### config.mk
export PLATFORM = sky130hd
export DESIGN_NAME = fetch
export DESIGN_NICKNAME = d
export VERILOG_FILES = /design/src/design/cpu_pkg.sv /design/src/design/fetch.sv
export SDC_FILE = /design/constraint.sdc
export NUM_CORES = 1
export LEC_CHECK = 0
export BUFFER_PORTS_ARGS = -buffer_cell sky130_fd_sc_hd__buf_2
export CORE_UTILIZATION = 48
export DETAILED_ROUTE_END_ITERATION = 16
export PLACE_DENSITY = 0.74
export SETUP_SLACK_MARGIN = 0.02
export SLEW_MARGIN = 20
export SYNTH_ARGS = -nofsm -noshare
export SYNTH_HDL_FRONTEND = slang
export SYNTH_SLANG_ARGS = --single-unit
### constraint.sdc
create_clock -name clk -period 3.65 [get_ports clk]
set_input_delay 0.365 -clock clk [delete_from_list [all_inputs] [get_ports clk]]
set_output_delay 0.365 -clock clk [all_outputs]
set_load 0.05 [all_outputs]
### src/design/cpu_pkg.sv
package cpu_pkg;

    typedef logic [31:0] word_t;
    typedef logic [4:0] reg_addr_t;
    typedef logic [6:0] opcode_t;

    // ALU operations known to execute
    typedef enum logic [2:0] {
        ALU_ADD    = 3'd0,
        ALU_SUB    = 3'd1,
        ALU_AND    = 3'd2,
        ALU_OR     = 3'd3,
        ALU_XOR    = 3'd4,
        ALU_SLT    = 3'd5,
        ALU_PASS_B = 3'd6  // LUI passes the immediate through
    } alu_op_t;

    typedef struct packed {
        alu_op_t alu_op;
        logic alu_src_imm;  // Second operand is the immediate
        logic mem_read;
        logic mem_write;
        logic reg_write;
        logic is_branch;
        logic branch_ne;    // BNE when set, BEQ otherwise
    } ctrl_t;

    // Fetch to decode
    typedef struct packed {
        logic valid;
        word_t pc;
        word_t instr;
    } if_de_t;

    // Decode to execute
    typedef struct packed {
        logic valid;
        word_t pc;
        word_t imm;
        reg_addr_t rs1;
        reg_addr_t rs2;
        reg_addr_t rd;
        word_t value1;
        word_t value2;
        ctrl_t ctrl;
    } de_ex_t;

    // Execute to memory
    typedef struct packed {
        logic valid;
        word_t result;      // ALU result, also the data address
        word_t store_data;
        reg_addr_t rd;
        ctrl_t ctrl;
    } ex_mem_t;

    // Memory to writeback, drives the register write port
    typedef struct packed {
        logic valid;
        logic reg_write;
        reg_addr_t rd;
        word_t value;
    } mem_wb_t;

    localparam opcode_t OP_R      = 7'b0110011;
    localparam opcode_t OP_I      = 7'b0010011;
    localparam opcode_t OP_LOAD   = 7'b0000011;
    localparam opcode_t OP_STORE  = 7'b0100011;
    localparam opcode_t OP_BRANCH = 7'b1100011;
    localparam opcode_t OP_LUI    = 7'b0110111;

endpackage

### src/design/fetch.sv
`timescale 1ns/1ps

module fetch #(
    parameter int ROM_ADDR_WIDTH = 8
) (
    input logic clk,
    input logic reset,
    input logic enable,
    input logic hold,
    input logic branch_taken,
    input cpu_pkg::word_t branch_target,
    input cpu_pkg::word_t rom_data,
    output logic [ROM_ADDR_WIDTH-1:0] rom_address,
    output cpu_pkg::if_de_t if_de
);
    cpu_pkg::word_t pc;
    cpu_pkg::word_t req_pc;  // Address of the word now coming back from the ROM
    logic req_valid;         // Cleared by a redirect
    logic frozen;

    assign frozen = hold || !enable;

    // While frozen the ROM reads the in-flight address again,
    // so rom_data stays paired with req_pc
    assign rom_address = frozen ? req_pc[ROM_ADDR_WIDTH+1:2] : pc[ROM_ADDR_WIDTH+1:2];

    always_ff @(posedge clk) begin
        if (reset) begin
            pc <= '0;
            req_pc <= '0;
            req_valid <= 1'b0;
            if_de <= '0;
        end else if (enable) begin
            if (branch_taken) begin
                pc <= branch_target;
                req_valid <= 1'b0;   // Drop the word in flight
                if_de.valid <= 1'b0;
            end else if (!hold) begin
                pc <= pc + 32'd4;
                req_pc <= pc;
                req_valid <= 1'b1;
                if_de <= '{valid: req_valid, pc: req_pc, instr: rom_data};
            end
        end
    end
endmodule

==> metrics.txt <==
leakage 0.00266 uW; grt ovf 0; residual DRC count 0; starting density of the core 0.494; Mapped Cells between 700 and 800; Layout area overhead 24.0%; Setup crit end kind primary output; Setup violations, final 0; slowest CP cell nor2b_1; Num Clock Sinks 130; worst setup path class input port to primary output; Slew HR 0.277; htree depth 4; # rows 38; Seq/Total Area, Yosys 0.484; root buf cell clkbuf_8; Synth Area in Simple Gates 0.262; Total Power about 3400 uW; RSZ-0062 raised after global routing no; port bufs 141; asr flop ratio synth 0; R2R Setup Slk ~1.4 ns; Clock Tree Buf Depth 2; via count approximately 5300; post-synth cell types 51; number of DRC violations after detailed-routing iteration 0 419; max incr delay on CP around 0.88 ns; Crit path buffers/inverters 2; Worst-Skew Late Latency approximately 0.52 ns; Hold-fix buffers, CTS 0; first-pass GRT wire length 22800 um; final std cells w/o fill between 900 and 1000; vias per cell roughly 5.5; largest family of logic cells by synthesized area simple AND/OR/NAND/NOR gates; final net count around 890; YS warnings 0; initial antenna violation count 0; number of global-route vias before repair between 4000 and 5000; Final Util 0.613; flops & latches, synth 130; Final Max Slew Viols 0; Worst VDD drop ~0.26 mV; placed insts 938; Post-Route Setup TNS 0 ns; cell taking the most area after synthesis dfxtp_1; count leader, synth nand2_1; post-CTS setup buffers 0; I/O pin count about 140; syn nets 775; cts bufs inserted 17; Syn Std Cell Area between 0.005 and 0.006 mm^2; Post-synth EDFFs 0; Die W 108 um; # diodes 0; Req. time, crit path approximately 3.3 ns; synthesized area per cell ~7.6 um^2; Die Area 0.0116 mm^2; Reg area about 0.0026 mm^2; Synth top cells by count nand2_1, dfxtp_1, a21oi_1; fill count 994; layout cells sized above 1 0.217; Synth Area in Compound Gates 0.198; total track usage 0.248; area of the multi-input gates approximately 0.0026 mm^2; ys flop type dfxtp_1; antenna-violating nets left 0; Worst Hold Class input port to flop; Fin. Hold Viols 0; CTS tree done; outcome finished clean; Max Cap Violations 0; cell chain of the critical path buf_2, nor2b_1, nand2_1, nand2_1, buf_2; Clock transition at path regs 0.05 ns; maximum clock frequency between 400 and 500 MHz; Worst path top cell family by delay simple AND/OR/NAND/NOR gates; min Tclk post-route ~2.5 ns; post-synthesis mux area share 0.00581; critical-path maximum fanout 25; pwr dens between 500 and 600 mW/mm^2; hpwl dp roughly 9400 um; worst-margin pin slew between 1 and 1.5 ns; final wirelength between 10000 and 15000 um; largest net degree at the start of global routing roughly 110; Synth Area in Adders 0.00233; post-synthesis xor/xnor area fraction 0.00488; routability cong. 0.882; clk_skew 0.0122 ns; Routed WL per cell 14.7 um; Yosys top cell area share 0.484; post_cts resized 0; CP Launch Type input port; DRT Pass-1 Iters 5; die height around 110 um; Final period util 0.678; CP arrival 2.11 ns; core box area around 0.011 mm^2; top cells by area, synth dfxtp_1, nand2_1, a21oi_1, clkbuf_1, a22oi_1
[flip-flops by register name (all words and copies together), names as in the netlist]
| signal | cells |
|---|---|
| req_valid | 1 |
| pc | 32 |
| req_pc | 32 |
| if_de | 65 |
[layout make-up]
| type | instances | share of cell area |
|---|---|---|
| repair buffers | 145 | 0.111 |
| multi-input cells | 519 | 0.383 |
| well taps | 140 | 0.0263 |
| inverters | 4 | 0.00225 |
| clock buffers | 23 | 0.0684 |
| clock inverters | 9 | 0.0195 |
| flip-flops and latches | 130 | 0.390 |
[worst register-to-register path, stage by stage (launching register included)]
cell and delay, ns:
dfxtp_1 0.53, and4_1 0.31, nand4_1 0.33, nor4_1 0.55, mux2_2 0.39, nor2_1 0.08
[routing by layer]
layer | GRT usage | part of all wire | routed length [um]
met4 | 0.0978 | 0.022 | 318
met3 | 0.0636 | 0.076 | 1090
met2 | 0.406 | 0.46 | 6480
met5 | 0 | 0 | 0
met1 | 0.311 | 0.45 | 6350
[per-stage QoR]
step | hold WS, ns | setup WS [ns] | cell area, um^2
after floorplan | 0.432 | 1.33 | 5380
after global placement | 0.438 | 1.32 | 6090
after detailed placement | 0.444 | 1.22 | 6090
after CTS | 0.0742 | 1.22 | 6670
after global routing | 0.0851 | 1.09 | 6670
final | 0.0864 | 1.18 | 6670
[power breakdown]
group          total (uW)  internal [uW]  switching, uW
registers            1510           1460           46.9
logic                 272           87.7            185
clock network        1660           1070            587
total                3440           2620            819
[cell usage in the layout (no fill, tap or decap), types with 7 or more instances in the layout]
master,netlist,final
buf_2,13,140
dfxtp_1,130,130
nand4_1,11,11
a31oi_1,11,11
a22oi_1,12,12
a211oi_1,7,7
o21ai_0,10,10
a21oi_1,110,110
clkbuf_16,0,16
and3_1,8,8
nor2_1,17,17
nand2_1,249,248
nand3_1,9,9
or3_1,8,8
[path summary, 6_finish.rpt]
| check | start | end | cells after the start |
|---|---|---|---|
| max reg2reg | pc[14] | pc[30] | 5 |
| min | rom_data[13] | if_de[13] | 3 |
| min reg2reg | if_de[13] | if_de[13] | 2 |
| max | enable | rom_address[6] | 5 |
[cell families after synthesis]
kind of cell,after synthesis
XOR/XNOR,3
AND/OR/NAND/NOR,331
adder cells (fa/ha/maj),1
AO/OA/AOI/OAI,181
flip-flops,130
multiplexers,3
buffers and inverters,56
Power figures use the tool's default switching activity.
