===== config.mk =====
export PLATFORM = sky130hd
export DESIGN_NAME = memory
export DESIGN_NICKNAME = d
export VERILOG_FILES = /design/src/design/cpu_pkg.sv /design/src/design/memory.sv
export SDC_FILE = /design/constraint.sdc
export NUM_CORES = 2
export LEC_CHECK = 0
export BUFFER_PORTS_ARGS = -buffer_cell sky130_fd_sc_hd__buf_2
export CAP_MARGIN = 40
export CELL_PAD_IN_SITES_DETAIL_PLACEMENT = 1
export CELL_PAD_IN_SITES_GLOBAL_PLACEMENT = 2
export CORE_MARGIN = 2
export CORE_UTILIZATION = 25
export CTS_CLUSTER_SIZE = 20
export DETAILED_ROUTE_END_ITERATION = 12
export GPL_ROUTABILITY_DRIVEN = 0
export PLACE_DENSITY_LB_ADDON = 0.1
export SETUP_SLACK_MARGIN = 0.5
export SLEW_MARGIN = 30
export SYNTH_ARGS = -nofsm -noshare
export SYNTH_HDL_FRONTEND = slang
export SYNTH_SLANG_ARGS = --single-unit

===== constraint.sdc =====
create_clock -name clk -period 6.2 [get_ports clk]
set_input_delay 0.93 -clock clk [delete_from_list [all_inputs] [get_ports clk]]
set_output_delay 0.93 -clock clk [all_outputs]
set_load 0.01 [all_outputs]

===== src/design/cpu_pkg.sv =====
package cpu_pkg;

    typedef logic [31:0] word_t;
    typedef logic [4:0] reg_addr_t;
    typedef logic [6:0] opcode_t;

    // ALU operations known to execute
    typedef enum logic [2:0] {
        ALU_ADD    = 3'd0,
        ALU_SUB    = 3'd1,
        ALU_AND    = 3'd2,
        ALU_OR     = 3'd3,
        ALU_XOR    = 3'd4,
        ALU_SLT    = 3'd5,
        ALU_PASS_B = 3'd6  // LUI passes the immediate through
    } alu_op_t;

    typedef struct packed {
        alu_op_t alu_op;
        logic alu_src_imm;  // Second operand is the immediate
        logic mem_read;
        logic mem_write;
        logic reg_write;
        logic is_branch;
        logic branch_ne;    // BNE when set, BEQ otherwise
    } ctrl_t;

    // Fetch to decode
    typedef struct packed {
        logic valid;
        word_t pc;
        word_t instr;
    } if_de_t;

    // Decode to execute
    typedef struct packed {
        logic valid;
        word_t pc;
        word_t imm;
        reg_addr_t rs1;
        reg_addr_t rs2;
        reg_addr_t rd;
        word_t value1;
        word_t value2;
        ctrl_t ctrl;
    } de_ex_t;

    // Execute to memory
    typedef struct packed {
        logic valid;
        word_t result;      // ALU result, also the data address
        word_t store_data;
        reg_addr_t rd;
        ctrl_t ctrl;
    } ex_mem_t;

    // Memory to writeback, drives the register write port
    typedef struct packed {
        logic valid;
        logic reg_write;
        reg_addr_t rd;
        word_t value;
    } mem_wb_t;

    localparam opcode_t OP_R      = 7'b0110011;
    localparam opcode_t OP_I      = 7'b0010011;
    localparam opcode_t OP_LOAD   = 7'b0000011;
    localparam opcode_t OP_STORE  = 7'b0100011;
    localparam opcode_t OP_BRANCH = 7'b1100011;
    localparam opcode_t OP_LUI    = 7'b0110111;

endpackage


===== src/design/memory.sv =====
`timescale 1ns/1ps

module memory #(
    parameter int RAM_WORDS = 64,
    parameter cpu_pkg::word_t PORT_ADDR = 32'h80
) (
    input logic clk,
    input logic reset,
    input logic enable,
    input cpu_pkg::ex_mem_t ex_mem,
    output cpu_pkg::mem_wb_t mem_wb,
    output cpu_pkg::word_t port_data,
    output logic port_write
);
    localparam int RAM_ADDR_WIDTH = $clog2(RAM_WORDS);

    cpu_pkg::word_t ram [RAM_WORDS];
    logic [RAM_ADDR_WIDTH-1:0] ram_index;  // Word address
    logic is_port;
    logic do_store;
    cpu_pkg::word_t load_data;

    assign ram_index = ex_mem.result[RAM_ADDR_WIDTH+1:2];
    assign is_port = (ex_mem.result == PORT_ADDR);
    assign do_store = enable && ex_mem.valid && ex_mem.ctrl.mem_write;

    // Port address reads back the last value written
    assign load_data = is_port ? port_data : ram[ram_index];

    always_ff @(posedge clk) begin
        if (do_store && !is_port)
            ram[ram_index] <= ex_mem.store_data;
    end

    always_ff @(posedge clk) begin
        if (reset) begin
            mem_wb <= '0;
            port_data <= '0;
            port_write <= 1'b0;
        end else begin
            port_write <= do_store && is_port;  // One cycle strobe
            if (do_store && is_port)
                port_data <= ex_mem.store_data;
            if (enable) begin
                mem_wb.valid <= ex_mem.valid;
                mem_wb.reg_write <= ex_mem.ctrl.reg_write;
                mem_wb.rd <= ex_mem.rd;
                mem_wb.value <= ex_mem.ctrl.mem_read ? load_data : ex_mem.result;
            end
        end
    end
endmodule


==> run_results.csv <==
group,metric,value,unit
synthesis,syn_area_per_cell,18.07,um2
layout,multi_input_area,0.01752,mm2
job,max-cap-violations,0,
clock_network,cts_tree,"yes",
power_and_ir_drop,p_leak,0.03087,uW
setup_path,startpoint,"ex_mem[50]",
timing,finClkSkew,0.05316,ns
clock_network,clk_latency,0.92,ns
synthesis,synth_top_area_share,0.7546,
layout,syn_to_final_growth,19.91,%
timing,finalHoldViolCount,0,
grt,track_usage,0.2040,
place,dpl_cell_area,0.08967,mm2
synthesis,yosysUniqueCellTypes,71,
setup_path,crit_path_end_kind,"flip-flop",
floorplan,fp.dieW,575.0,um
setup_path,cp-start-kind,"primary input",
setup_path,r2r-start,"ram[5][19]",
setup_path,critPathArrivalTime,4.47,ns
grt,antenna_found_initial,30,
synthesis,syn-num-nets,4592,
synthesis,async_flop_share,0,
synthesis,syn-instance-count,4510,
detailed_routing,drt_wl_total,342.9,mm
layout,layout.nets,4976,
floorplan,die_h,575.0,um
clock_network,postCtsSetupBuffers,0,
layout,drive_gt1_frac,0.2214,
clock_network,cts_sinks,2120,
outcome,status,"completed",
layout,regArea,0.06294,mm2
layout,fill_cells,33120,
min_path,min_from,"ex_mem[10]",
detailed_routing,drcViolationCount,0,
timing,period_needed,3.689,ns
floorplan,dieArea,0.3306,mm2
synthesis,synth_area_leaders,"edfxtp_1 75%, mux4_2 4.5%, a221oi_1 3.4%",
layout,fin_area,0.09773,mm2
grt,grt_start_max_net_pins,79,
setup_path,worstReg2RegEnd,"mem_wb[19]",
min_path,hold_path_class,"in2reg",
clock_network,htree_num_levels,4,
synthesis,synthFlopType,"edfxtp_1",
min_path,min_to,"mem_wb[33]",
synthesis,synth.most_common_cell,"edfxtp_1",
timing,worst_pin_slew,1.008,ns
power_and_ir_drop,ir_drop,0.2247,mV
grt,grt_first_pass_wirelength,460.3,mm
setup_path,worstRegToRegCells,6,
floorplan,start_util,0.2513,
clock_network,clk_pin_slew_worst_paths,0.06,ns
grt,grt_pass1_vias,48267,
clock_network,cts_root_buf,"clkbuf_16",
detailed_routing,wire_per_inst,36.24,um
setup_path,criticalPathCategory,"in2reg",
layout,final_util,0.3014,
synthesis,synth-seq-area-share,0.7723,
place,io_buffers,147,
detailed_routing,antenna_left,0,
synthesis,synth_edf_count,2048,
synthesis,syn-cell-area,0.08150,mm2
clock_network,cts-hold-fix-buffers,0,
setup_path,path_max_fanout,43,
floorplan,num_rows,209,
detailed_routing,drt_iter0_markers,4077,
timing,finalSetupTns,0,ns
timing,fin_crit_sh,0.5949,
floorplan,coreArea,0.3243,mm2
timing,rsz0062_at_grt,"false",
synthesis,yosys.area.top_type,"edfxtp_1",
timing,drv_slew,0,
detailed_routing,dr_total_vias,46893,
setup_path,slowest_delay,0.62,ns
setup_path,path_buf_inv,2,
min_path,hold_path_depth,3,
setup_path,required,6.99,ns
grt,grt-ovfl-total,0,
detailed_routing,via_per_inst,4.957,
synthesis,synth_warnings,0,
synthesis,synth_seq_cells,2120,
clock_network,clock_tree.buffer_depth,4,
clock_network,cts_resized,0,
setup_path,path_cells,"buf_8 > buf_4 > mux4_2 > mux2i_1 > o22ai_1 > a21oi_1 > o2111ai_1 > o21a_1",
timing,setup_violations,0,
setup_path,critical-path-slowest-cell,"mux2i_1",
setup_path,r2r_slack,3.02,ns
detailed_routing,firstDrtPassIters,5,
timing,fmax,271.1,MHz
floorplan,pin_count,154,
clock_network,cts_buffers,245,
setup_path,path_delay_family,"compound AO/OA/AOI/OAI gates",
timing,slew_headroom,0.3280,
place,dp_hpwl,213.6,mm
synthesis,synth_common_cells,"2,048 x edfxtp_1, 318 x a221oi_1, 276 x mux2i_1",
power_and_ir_drop,p_per_area,327.4,mW/mm2
[cell families after synthesis]
logic type | share of synthesized area
flops | 0.7723
compound gates | 0.08751
simple gates | 0.03092
mux | 0.08848
buf+inv | 0.02082
[report_power, final]
part           leakage [uW]  total (uW)  internal (uW)  switching, uW
clock               0.00378       14300           8210           6050
combinational       0.00810        1950            545           1410
sequential           0.0190       15800          15700           36.4
total                0.0309       32000          24500           7490
[stage by stage]
step                      worst slack [ns]  power, uW  cells  hold WS, ns
final                                2.511      32000   9460       0.2624
after detailed placement             1.498      18060   8960       0.4687
after floorplan                      1.996      16870   4510       0.4878
after CTS                            2.496      32410   9413       0.1682
after global placement               1.295      18000   8914       0.4653
after global routing                 2.460      32980   9443       0.2391
[layer usage]
layer | global-route usage | routed length, um | vias to the layer above
li1 | - | - | 19496
met1 | 0.2887 | 158200 | 26008
met2 | 0.3385 | 165200 | 1092
met3 | 0.01868 | 12790 | 297
met4 | 0.04543 | 6679 | 0
met5 | 0 | 0 | -
[how the worst max path moves through the flow]
stage                     slack [ns]  cells after the start    endpoint
after global placement          1.30                      9  ram[15][4]
final                           2.51                      8  mem_wb[19]
after global routing            2.46                      9  ram[51][6]
after detailed placement        1.50                      8  mem_wb[19]
after CTS                       2.50                      8  mem_wb[19]
after floorplan                 2.00                      9  ram[17][0]
[registers in the layout, indices dropped and copies added, names as in the netlist]
register / flops
mem_wb: 39
ram: 2048
port_write: 1
port_data: 32
[tightest hold or removal path: stages]
cell     delay [ns]
buf_2          0.08
mux2i_1        0.06
nor2_1         0.07
[final cells by class]
type | instances | share of cell area
multi-input combinational | 2049 | 0.1793
timing repair buffer | 464 | 0.04064
clock buffer | 326 | 0.06710
antenna | 35 | 0.0008962
tap | 4325 | 0.05537
sequential | 2120 | 0.6440
clock inverter | 127 | 0.01207
inverter | 14 | 0.0006273
[cells in the final DEF, fill, tap and decap left out, types with 147 or more instances in the layout]
cell type  count
a22oi_1      150
buf_4        251
nand2_1      153
mux4_2       162
a221oi_1     318
mux2i_1      275
nor2_1       180
buf_2        147
clkbuf_16    247
edfxtp_1    2048
Note: power is estimated with default switching activity, not from simulation.
