===== src/design/cpu_pkg.sv =====
package cpu_pkg;

    typedef logic [31:0] word_t;
    typedef logic [4:0] reg_addr_t;
    typedef logic [6:0] opcode_t;

    // ALU operations known to execute
    typedef enum logic [2:0] {
        ALU_ADD    = 3'd0,
        ALU_SUB    = 3'd1,
        ALU_AND    = 3'd2,
        ALU_OR     = 3'd3,
        ALU_XOR    = 3'd4,
        ALU_SLT    = 3'd5,
        ALU_PASS_B = 3'd6  // LUI passes the immediate through
    } alu_op_t;

    typedef struct packed {
        alu_op_t alu_op;
        logic alu_src_imm;  // Second operand is the immediate
        logic mem_read;
        logic mem_write;
        logic reg_write;
        logic is_branch;
        logic branch_ne;    // BNE when set, BEQ otherwise
    } ctrl_t;

    // Fetch to decode
    typedef struct packed {
        logic valid;
        word_t pc;
        word_t instr;
    } if_de_t;

    // Decode to execute
    typedef struct packed {
        logic valid;
        word_t pc;
        word_t imm;
        reg_addr_t rs1;
        reg_addr_t rs2;
        reg_addr_t rd;
        word_t value1;
        word_t value2;
        ctrl_t ctrl;
    } de_ex_t;

    // Execute to memory
    typedef struct packed {
        logic valid;
        word_t result;      // ALU result, also the data address
        word_t store_data;
        reg_addr_t rd;
        ctrl_t ctrl;
    } ex_mem_t;

    // Memory to writeback, drives the register write port
    typedef struct packed {
        logic valid;
        logic reg_write;
        reg_addr_t rd;
        word_t value;
    } mem_wb_t;

    localparam opcode_t OP_R      = 7'b0110011;
    localparam opcode_t OP_I      = 7'b0010011;
    localparam opcode_t OP_LOAD   = 7'b0000011;
    localparam opcode_t OP_STORE  = 7'b0100011;
    localparam opcode_t OP_BRANCH = 7'b1100011;
    localparam opcode_t OP_LUI    = 7'b0110111;

endpackage


===== src/design/register_bank.sv =====
`timescale 1ns/1ps

module register_bank (
    input logic clk,
    input logic reset,
    input logic write_enable,
    input cpu_pkg::reg_addr_t write_address,
    input cpu_pkg::word_t write_value,
    input cpu_pkg::reg_addr_t read_address1,
    input cpu_pkg::reg_addr_t read_address2,
    output cpu_pkg::word_t value1,
    output cpu_pkg::word_t value2
);
    cpu_pkg::word_t regs [32];

    // Write-through so decode sees the value written this cycle
    function automatic cpu_pkg::word_t read_port(cpu_pkg::reg_addr_t address);
        if (address == '0)
            return '0;
        if (write_enable && write_address == address)
            return write_value;
        return regs[address];
    endfunction

    always_comb begin
        value1 = read_port(read_address1);
        value2 = read_port(read_address2);
    end

    always_ff @(posedge clk) begin
        if (reset) begin
            for (int i = 0; i < 32; i++)
                regs[i] <= '0;
        end else if (write_enable && write_address != '0)
            regs[write_address] <= write_value;
    end
endmodule


===== config.mk =====
export PLATFORM = sky130hd
export DESIGN_NAME = register_bank
export DESIGN_NICKNAME = d
export VERILOG_FILES = /design/src/design/cpu_pkg.sv /design/src/design/register_bank.sv
export SDC_FILE = /design/constraint.sdc
export NUM_CORES = 2
export LEC_CHECK = 0
export BUFFER_PORTS_ARGS = -buffer_cell sky130_fd_sc_hd__buf_4
export CAP_MARGIN = 10
export CORE_MARGIN = 10
export CORE_UTILIZATION = 33
export CTS_CLUSTER_SIZE = 16
export DETAILED_ROUTE_END_ITERATION = 8
export GPL_TIMING_DRIVEN = 0
export SETUP_SLACK_MARGIN = 0.02
export SYNTH_ARGS = -nofsm -noshare
export SYNTH_HDL_FRONTEND = slang
export SYNTH_SLANG_ARGS = --single-unit

===== constraint.sdc =====
create_clock -name clk -period 2.05 [get_ports clk]
set_input_delay 0.1025 -clock clk [delete_from_list [all_inputs] [get_ports clk]]
set_output_delay 0.1025 -clock clk [all_outputs]
set_load 0.1 [all_outputs]

==> metrics.cfg <==
[setup_path]
setup.worst_path.end_class = output port
worst-setup-path-type = input port to output port
worstPathArrival_ns = 2.89
cpMostUsedCell = sky130_fd_sc_hd__buf_2
critical_path.startpoint_type = input port
critical_path.cell_chain = buf_2, buf_2, nor2_1, clkbuf_2, a22oi_2, a21oi_1, a211o_2, buf_12
cp_max_stage_cell = sky130_fd_sc_hd__a22oi_2
crit_path_max_cell_delay_ns = 0.52
required_ns = 1.95
critical_path.max_fanout = 10

[grt]
global_route_wire_length_before_repair_um = 334200
grt_util_met2 = 0.3898
grt.total_usage = 0.2662
first_global_vias = 38220
routing_layer_with_the_top_usage_in_global_route = met2
globalRouteMet1Util = 0.3337
grtUsageMet3 = 0.07444
pin_count_of_the_biggest_net_entering_global_routing = 33
antenna_found_initial = 10
grt_overflow = 0

[clocking]
clkTransAtPathRegs_ns = 0.06
cts_htree_levels = 3
clockBufferDepth = 3
cts_tree = built
numClockSinks = 1024
clock-root-buffer = sky130_fd_sc_hd__clkbuf_16
cts_made_buffers = 112

[power_and_ir_drop]
intPower_w = 0.03979
leakage_nw = 22.95
power.share.combinational = 0.190
seq_power_share = 0.440
finalPower_w = 0.05627
power.net_switching_w = 0.01648
share_clk_of_total_power = 0.369
power_density_nw_per_um2 = 845.1
peakVddDrop_mv = 0.7034
power.switching_fraction = 0.2929

[synthesis]
synth_seq_area_share = 0.5562
synth_async_sr_flop_share = 0
prevailing_post_synth_register_cell = sky130_fd_sc_hd__edfxtp_1
syn-cell-area_um2 = 55290
synth_adder_area_share = 0
yosys.area_share.xor_xnor = 0.001584
synthMuxAreaShare = 0.2155
synth_compound_area_frac = 0.05780
dominant_combinational_cell_family_by_area_after_synthesis = multiplexers
syn_inst = 3853
netlist-cell-type-count = 51
synth_simple_gate_area_frac = 0.1335
syn_avg_cell_area_um2 = 14.35
postSynthRegisterBits = 1024
synth_enable_flop_cells = 1024
ys.warnings.count = 0

[layout]
syn_to_final_growth_pct = 20.44
fill_cells = 15320
num-nets-final = 4211
reg.largest.list = regs (1024)
share_of_layout_cells_above_drive_strength_1 = 0.2919
fraction_of_the_core_area_covered_by_cells_at_the_end_of_the_flow = 0.3991
largest_register_ffs = 1024
registers.top_by_ff_count = regs
post_layout_nonfiller_instances = 6456

[sta]
layout_setup_ws_ns = -0.9449
finalSetupTns_ns = -50.74
worst-slew-pin-transition_ns = 1.488
achievable-frequency_mhz = 333.9
worst_slew_margin_rel = 0.007929
timing_hold_violations_final = 0
final_max_slew_viol_count = 0
period_share = 1.461
period_needed_ns = 2.995
finalSetupViolCount = 183
worst_hold_slack_ns = 0.2053
rsz0062_at_grt = true

[detailed_routing]
vias = 39800
avgViaCountPerCell = 6.165
detail_route.wl_per_cell_um = 39.54
violation_count_after_the_first_detailed_route_iteration = 6749
ant_nets = 0
drc = 0
detail_route.wirelength_um = 255300
firstDrtPassIters = 6

[min_path]
min_path_cells = 2
hold_path_class = input port to register
min-delay-start = reset
destination_of_the_worst_hold_path = regs[0][31]$_SDFFCE_PN0P_

[placement]
portBuffers = 102
dp.cells = 6202
gpl.final_weighted_congestion = 1.013
final_hpwl_dp_um = 182000

[outcome]
outcome = finished with violations
violated_checks = capacitance limit, setup timing

[floorplan]
ioPinCount = 114
floorplan.initialDensity = 0.3314
die-area_um2 = 184300
fp-row-count = 150
die_width_um = 429.3
die_height_um = 429.3
core_um2 = 166800

[run]
drv.max_cap_violation_count = 1

-- cells by family (layout without fill, tap and decap cells) --
family                 Yosys count  after routing
AND/OR/NAND/NOR               1228           1231
flip-flops                    1024           1024
multiplexers                   718            718
AO/OA/AOI/OAI                  453            453
buffers and inverters          419            780
XOR/XNOR                        10             10
other                            1             36
-- how the worst max path moves through the flow --
stage,from,endpoint,slack [ns],cells past startpoint
final,read_address1[4],value1[14],-0.94,8
after global routing,regs[23][15]$_SDFFCE_PN0P_,value1[15],-0.88,6
after CTS,regs[23][10]$_SDFFCE_PN0P_,value1[10],-0.94,6
after detailed placement,read_address1[2],value1[7],-2.18,10
after global placement,read_address2[3],value2[30],-2.28,10
after floorplan,read_address1[0],value1[15],-0.03,9
-- cells in the final DEF (no fill, tap or decap), types with 25 or more instances in the layout --
cell type	count
sky130_fd_sc_hd__a211oi_2	27
sky130_fd_sc_hd__a22oi_1	76
sky130_fd_sc_hd__and2_1	993
sky130_fd_sc_hd__buf_12	73
sky130_fd_sc_hd__buf_2	27
sky130_fd_sc_hd__buf_4	80
sky130_fd_sc_hd__buf_6	38
sky130_fd_sc_hd__buf_8	26
sky130_fd_sc_hd__clkbuf_1	242
sky130_fd_sc_hd__clkbuf_16	119
sky130_fd_sc_hd__clkbuf_2	57
sky130_fd_sc_hd__clkinv_1	25
sky130_fd_sc_hd__conb_1	32
sky130_fd_sc_hd__dlygate4sd3_1	32
sky130_fd_sc_hd__edfxtp_1	1024
sky130_fd_sc_hd__mux2_2	68
sky130_fd_sc_hd__mux2i_1	242
sky130_fd_sc_hd__mux2i_4	31
sky130_fd_sc_hd__mux4_2	371
sky130_fd_sc_hd__nand2_1	39
sky130_fd_sc_hd__nor2_1	38
sky130_fd_sc_hd__nor2_2	26
sky130_fd_sc_hd__o21ai_0	37
sky130_fd_sc_hd__o221ai_1	29
sky130_fd_sc_hd__o22ai_1	65
sky130_fd_sc_hd__or2_4	31
-- power by group through the flow --
stage | registers [W] | logic, W | clock network [W]
after floorplan | 0.0250 | 0.00559 | 0
after global placement | 0.0251 | 0.00911 | 0
after detailed placement | 0.0252 | 0.00917 | 0
after CTS | 0.0248 | 0.0103 | 0.0206
after global routing | 0.0249 | 0.0107 | 0.0213
final | 0.0248 | 0.0107 | 0.0208
-- cells in the mapped netlist, drive strengths merged, types with 7 or more instances --
library cell / count / share of area
and2: 995 / 0.11
a2111oi: 16 / 0.0025
mux2: 68 / 0.014
a21oi: 51 / 0.0046
clkbuf: 297 / 0.020
mux2i: 279 / 0.051
mux4: 371 / 0.15
nor2b: 7 / 0.00079
buf: 120 / 0.015
or2: 33 / 0.0037
a31oi: 25 / 0.0028
a211oi: 41 / 0.0056
a211o: 10 / 0.0016
xnor2: 9 / 0.0014
and3: 20 / 0.0023
o22ai: 68 / 0.0077
a32o: 32 / 0.0058
nor3: 12 / 0.0011
a221oi: 13 / 0.0021
nor2: 69 / 0.0047
o21ai: 59 / 0.0053
o221ai: 32 / 0.0051
a22oi: 96 / 0.013
edfxtp: 1024 / 0.56
nand2b: 7 / 0.00079
nand2: 58 / 0.0039
-- routing by layer --
metal,share of wire,wire (um)
met5,0.000082,21
met3,0.12,30020
met2,0.43,109100
met4,0.091,23290
met1,0.36,92830
-- layout make-up --
cell class,instances,area (um2),area share
Antenna cell,4,10.01,0.0001503
Timing Repair Buffer,162,2216,0.03328
Clock buffer,149,3048,0.04577
Multi-Input combinational cell,2444,24710,0.3710
Buffer,415,2555,0.03837
Sequential cell,1024,30750,0.4618
Inverter,2,7.507,0.0001127
Tap cell,2204,2758,0.04141
Clock inverter,52,539.3,0.008098
-- critical path, delay by kind of cell --
family / cells / cell delay [ns]
AOI/OAI and AO/OA: 3 / 1.04
buffers and inverters: 4 / 1.39
and+or+nand+nor: 1 / 0.31
-- stage by stage --
stage / instance area, um2 / setup WS [ns]
3_5_place_dp: 59880 / -2.179
5_1_grt: 66580 / -0.8777
3_3_place_gp: 59650 / -2.280
4_1_cts: 66110 / -0.9354
2_1_floorplan: 56130 / -0.03427
6_report: 66590 / -0.9449
-- repair_timing --
item / in CTS / in global routing
pin swaps: 95 / 60
cloned: 1 / 2
resized for setup: 604 / 118
buffers inserted: 8 / 8
hold buffers: 32 / 0
endpoints found under the setup margin: 1129 / 397
hold endpoints to repair: 32 / 0
Power figures use the tool's default switching activity.
