===== config.mk =====
export PLATFORM = sky130hd
export DESIGN_NAME = execute
export DESIGN_NICKNAME = d
export VERILOG_FILES = /design/src/design/cpu_pkg.sv /design/src/design/execute.sv
export SDC_FILE = /design/constraint.sdc
export NUM_CORES = 1
export LEC_CHECK = 0
export BUFFER_PORTS_ARGS = -buffer_cell sky130_fd_sc_hd__buf_2
export CAP_MARGIN = 15
export CORE_ASPECT_RATIO = 0.6
export CORE_MARGIN = 4
export CORE_UTILIZATION = 40
export DETAILED_ROUTE_END_ITERATION = 8
export PLACE_DENSITY = 0.64
export SYNTH_ARGS = -nofsm -noshare
export SYNTH_HDL_FRONTEND = slang
export SYNTH_SLANG_ARGS = --single-unit
export TNS_END_PERCENT = 50

===== constraint.sdc =====
create_clock -name clk -period 5.2 [get_ports clk]
set_input_delay 0.52 -clock clk [delete_from_list [all_inputs] [get_ports clk]]
set_output_delay 0.52 -clock clk [all_outputs]
set_load 0.01 [all_outputs]

===== src/design/cpu_pkg.sv =====
package cpu_pkg;

    typedef logic [31:0] word_t;
    typedef logic [4:0] reg_addr_t;
    typedef logic [6:0] opcode_t;

    // ALU operations known to execute
    typedef enum logic [2:0] {
        ALU_ADD    = 3'd0,
        ALU_SUB    = 3'd1,
        ALU_AND    = 3'd2,
        ALU_OR     = 3'd3,
        ALU_XOR    = 3'd4,
        ALU_SLT    = 3'd5,
        ALU_PASS_B = 3'd6  // LUI passes the immediate through
    } alu_op_t;

    typedef struct packed {
        alu_op_t alu_op;
        logic alu_src_imm;  // Second operand is the immediate
        logic mem_read;
        logic mem_write;
        logic reg_write;
        logic is_branch;
        logic branch_ne;    // BNE when set, BEQ otherwise
    } ctrl_t;

    // Fetch to decode
    typedef struct packed {
        logic valid;
        word_t pc;
        word_t instr;
    } if_de_t;

    // Decode to execute
    typedef struct packed {
        logic valid;
        word_t pc;
        word_t imm;
        reg_addr_t rs1;
        reg_addr_t rs2;
        reg_addr_t rd;
        word_t value1;
        word_t value2;
        ctrl_t ctrl;
    } de_ex_t;

    // Execute to memory
    typedef struct packed {
        logic valid;
        word_t result;      // ALU result, also the data address
        word_t store_data;
        reg_addr_t rd;
        ctrl_t ctrl;
    } ex_mem_t;

    // Memory to writeback, drives the register write port
    typedef struct packed {
        logic valid;
        logic reg_write;
        reg_addr_t rd;
        word_t value;
    } mem_wb_t;

    localparam opcode_t OP_R      = 7'b0110011;
    localparam opcode_t OP_I      = 7'b0010011;
    localparam opcode_t OP_LOAD   = 7'b0000011;
    localparam opcode_t OP_STORE  = 7'b0100011;
    localparam opcode_t OP_BRANCH = 7'b1100011;
    localparam opcode_t OP_LUI    = 7'b0110111;

endpackage


===== src/design/execute.sv =====
`timescale 1ns/1ps

module execute (
    input logic clk,
    input logic reset,
    input logic enable,
    input cpu_pkg::de_ex_t de_ex,
    input cpu_pkg::mem_wb_t mem_wb,
    output cpu_pkg::ex_mem_t ex_mem,
    output logic branch_taken,
    output cpu_pkg::word_t branch_target
);
    cpu_pkg::word_t op1, op2;  // After forwarding
    cpu_pkg::word_t operand_b;
    cpu_pkg::word_t result;
    logic equal;

    // The younger producer wins, so ex_mem is checked first
    function automatic cpu_pkg::word_t forward(cpu_pkg::reg_addr_t rs,
                                               cpu_pkg::word_t bank_value);
        if (ex_mem.valid && ex_mem.ctrl.reg_write && ex_mem.rd == rs)
            return ex_mem.result;
        if (mem_wb.valid && mem_wb.reg_write && mem_wb.rd == rs)
            return mem_wb.value;
        return bank_value;
    endfunction

    always_comb begin
        op1 = forward(de_ex.rs1, de_ex.value1);
        op2 = forward(de_ex.rs2, de_ex.value2);
    end

    assign operand_b = de_ex.ctrl.alu_src_imm ? de_ex.imm : op2;

    always_comb begin
        case (de_ex.ctrl.alu_op)
            cpu_pkg::ALU_ADD: result = op1 + operand_b;
            cpu_pkg::ALU_SUB: result = op1 - operand_b;
            cpu_pkg::ALU_AND: result = op1 & operand_b;
            cpu_pkg::ALU_OR: result = op1 | operand_b;
            cpu_pkg::ALU_XOR: result = op1 ^ operand_b;
            cpu_pkg::ALU_SLT: result = {31'b0, $signed(op1) < $signed(operand_b)};
            cpu_pkg::ALU_PASS_B: result = operand_b;
            default: result = '0;
        endcase
    end

    // Branches compare the two registers, never the immediate
    assign equal = (op1 == op2);
    assign branch_taken = de_ex.valid && de_ex.ctrl.is_branch && (equal ^ de_ex.ctrl.branch_ne);
    assign branch_target = de_ex.pc + de_ex.imm;

    always_ff @(posedge clk) begin
        if (reset)
            ex_mem <= '0;
        else if (enable) begin
            ex_mem.valid <= de_ex.valid;
            ex_mem.result <= result;
            ex_mem.store_data <= op2;
            ex_mem.rd <= de_ex.rd;
            ex_mem.ctrl <= de_ex.ctrl;  // Branch ctrl has no write bits set
        end
    end
endmodule


==> impl_summary.log <==
INFO  metric cp_top_family = compound AO/OA/AOI/OAI gates
INFO  metric grt_max_degree = 44
INFO  metric pnr_total_power = 3170 µW
INFO  metric crit_start = de_ex[80]
INFO  metric largest_register_ff_count = 79
INFO  metric largest_family_of_logic_cells_by_synthesized_area = compound AO/OA/AOI/OAI gates
INFO  metric synth_warnings = 0
INFO  metric final-setup-viol-count = 0
INFO  metric unique_masters_post_synth = 75
INFO  metric cts.path.max_buffers = 2
INFO  metric fin_crit = 4.90 ns
INFO  metric timing.critical_path.from_type = primary input
INFO  metric asyncSetResetFlopFracSynth = 0
INFO  metric grt_use_total = 0.340
INFO  metric drt_iter0_markers = 1756
INFO  metric layout-drive-gt1-share = 0.288
INFO  metric detail-route-antenna-nets = 0
INFO  metric clk_transition_reported_paths = 0.07 ns
INFO  metric max_freq = 0.204 GHz
INFO  metric ordered_cell_list_for_the_critical_path = buf_2 > buf_4 > xor2_1 > nor4_2 > nand4_1 > buf_6 > mux2i_1 > a21oi_1 > mux2i_1 > inv_1 > ha_1 > buf_4 > nor2b_1 > o21ai_0 > a21oi_1 > o21bai_1 > a21oi_1 > a311oi_4 > o31a_1 > o41a_1 > o211ai_1 > o2bb2ai_1 > a221oi_1
INFO  metric io-pin-count = 307
INFO  metric leading_cell_type_in_the_layout_fill_and_taps_excluded = buf_2
INFO  metric cts_made_buffers = 9
INFO  metric clk-insertion-delay-late = 0.38 ns
INFO  metric synth-edff-count = 0
INFO  metric synth-compound-area-share = 0.278
INFO  metric cpPeakStageDelay = 0.48 ns
INFO  metric yosys-mux-area-fraction = 0.113
INFO  metric timing.slew.headroom = 0.352
INFO  metric dr.pass1.iters = 6
INFO  metric core_area = 29200 µm²
INFO  metric drt-total-wl = 58300 µm
INFO  metric synth_cells = 1692
INFO  metric detailedPlacementHpwl = 47500 µm
INFO  metric worst-slew-pin-transition = 0.967 ns
INFO  metric gp_congestion = 1.01
INFO  metric run_status = finished clean
INFO  metric final_core_utilization = 0.552
INFO  metric hp-start = de_ex[4]
INFO  metric vias_in_the_first_global_route = 14156
INFO  metric cts_hold_repair.buffers = 0
INFO  metric crit_arrival = 5.13 ns
INFO  metric grt_antenna_before_repair = 0
INFO  metric globalRoute.totalOverflow = 0
INFO  metric fin_area = 16100 µm²
INFO  metric row_count = 48
INFO  metric worst_hold_path_type = primary input to flip-flop
INFO  metric drc = 0
INFO  metric p_leak = 0.00844 µW
INFO  metric worstSetupPathType = primary input to flip-flop
INFO  metric yosysSeqAreaShare = 0.132
INFO  metric critical_path_buf_inv_count = 5
INFO  metric ff2ff_setup_slack = 0.37 ns
INFO  metric worstPathMaxFanout = 11
INFO  metric post_synth_xor_area_fraction = 0.0744
INFO  metric routed_via_density = 5.76
INFO  metric layout.filler_cells = 2918
INFO  metric clock_skew = 0.0116 ns
INFO  metric finalHoldViolations = 0
INFO  metric portBuffers = 306
INFO  metric slowest_stage = o41a_1
INFO  metric most-common-layout-cells = buf_2, buf_4, nor2_1
INFO  metric largest_vdd_supply_drop = 142 µV
INFO  metric syn_nets = 2032
INFO  metric tritoncts_clock_tree = done
INFO  metric finalCritPeriodShare = 0.942
INFO  metric dpl-instance-area = 15600 µm²
INFO  metric postSynth.topFlopCell = dfxtp_1
INFO  metric routedWlPerCell = 22.6 µm
INFO  metric timing.rr.start = ex_mem[12]
INFO  metric grt_pass1_wl = 85900 µm
INFO  metric synth.ff_latch_count = 79
INFO  metric post_synth_instance_area = 12000 µm²
INFO  metric flow.area_growth_from_synthesis = 34.1%
INFO  metric min_hold_slack = 0.373 ns
INFO  metric die_width = 232 µm
INFO  metric number_of_h_tree_levels = 3
INFO  metric path_common_cell = a21oi_1
INFO  metric synth-adder-area-share = 0.152
INFO  metric clock-root-buffer = clkbuf_16
INFO  metric top_reg_by_flops = ex_mem
INFO  metric cp-end-kind = flip-flop
INFO  metric floorplan.die_area = 33000 µm²
INFO  metric synthesis.area_per_instance = 7.10 µm²
INFO  metric synth_simple_gate_area_share = 0.182
INFO  metric timing_max_transition_violations_final = 0
INFO  metric via_count = 14886
INFO  metric layout.nets = 2518
INFO  metric initial_core_util = 0.411
INFO  metric cap_violations = 0
INFO  metric worstPathRequired = 5.43 ns
INFO  metric power_density = 197 nW/µm²
INFO  metric clock-sinks = 79
INFO  metric die_y = 142 µm
INFO  metric ant_diodes = 0
INFO  metric registers_with_the_most_flip_flops = ex_mem x79
[synth_stat cells (all sizes together), types with 5 or more instances]
master	number	area, µm²
o211ai	19	143
nand3	25	125
o21ai	92	460
o31ai	17	138
a2111oi	5	62.6
o311ai	5	51.3
o21a	10	75.1
dfxtp	79	1580
a222oi	6	60.1
nand2b	16	100
nor2	226	851
nor3	19	100
o22ai	11	68.8
a211oi	25	188
a22oi	7	52.6
nor4	14	100
xnor2	83	727
nand4	17	106
a21o	27	203
a221oi	13	114
mux2i	135	1350
or3	7	43.8
clkbuf	80	302
xor2	19	166
o21bai	16	120
buf	15	56.3
a21oi	190	951
ha	143	1790
and3	15	93.8
a31oi	20	125
nor2b	11	68.8
nand2	118	443
o221ai	9	78.8
a211o	5	43.8
inv	124	465
and2	10	62.6
a41oi	5	43.8
[logic make-up (layout without fill, tap and decap cells)]
logic type,count (synthesis),after routing
and+or+nand+nor,491,491
muxes,135,135
AOI/OAI and AO/OA,519,519
xor gates and xnor gates,102,102
buffers and inverters,221,712
adders and majority gates,145,145
DFF,79,79
[per-stage QoR]
stage / TNS [ns] / setup slack (ns) / instances
floorplan: 0 / 0.308 / 1692
global placement: -0.402 / -0.0977 / 2561
detailed placement: -0.882 / -0.286 / 2561
CTS: 0 / 0.0779 / 2577
global route: -0.0732 / -0.0264 / 2583
finish: 0 / 0.304 / 2583
[power by group]
part	switching (µW)	total, µW	internal (µW)
combinational	1050	1820	771
sequential	44.6	691	647
clock	326	665	339
[worst register-to-register path: cells and delay by family, from the launching register on]
kind	cells	cell delay [ns]
AO/OA/AOI/OAI	11	2.43
AND/OR/NAND/NOR	4	0.94
buffers and inverters	4	0.54
flip-flops	1	0.38
adder cells (fa/ha/maj)	1	0.26
XOR/XNOR	1	0.13
[per-layer routing]
layer,GRT usage,up-vias,share of wire
met1,0.472,6990,0.44
met5,0,-,0
met4,0.120,0,0.035
met2,0.524,780,0.43
li1,-,7009,-
met3,0.0732,107,0.10
[cell type report]
class,count,area [µm²],area share
repair buffers,570,3520,0.219
clock buffers,10,239,0.0148
inverters,126,473,0.0294
flip-flops and latches,79,1580,0.0982
clock inverters,6,45.0,0.00280
well taps,400,500,0.0311
multi-input cells,1392,9750,0.605
[what timing repair did]
item / 4_1_cts / 5_1_grt
setup endpoints to repair: 1 / 12
resized for setup: 1 / 28
setup buffers: 0 / 5
pin swaps: 0 / 7
[worst paths after layout]
check	cells after the start	end
setup reg to reg	21	ex_mem[73]
setup / recovery	23	ex_mem[73]
hold / removal	3	ex_mem[4]
hold reg to reg	2	ex_mem[38]
No activity file was read; power rests on OpenSTA's default activity.
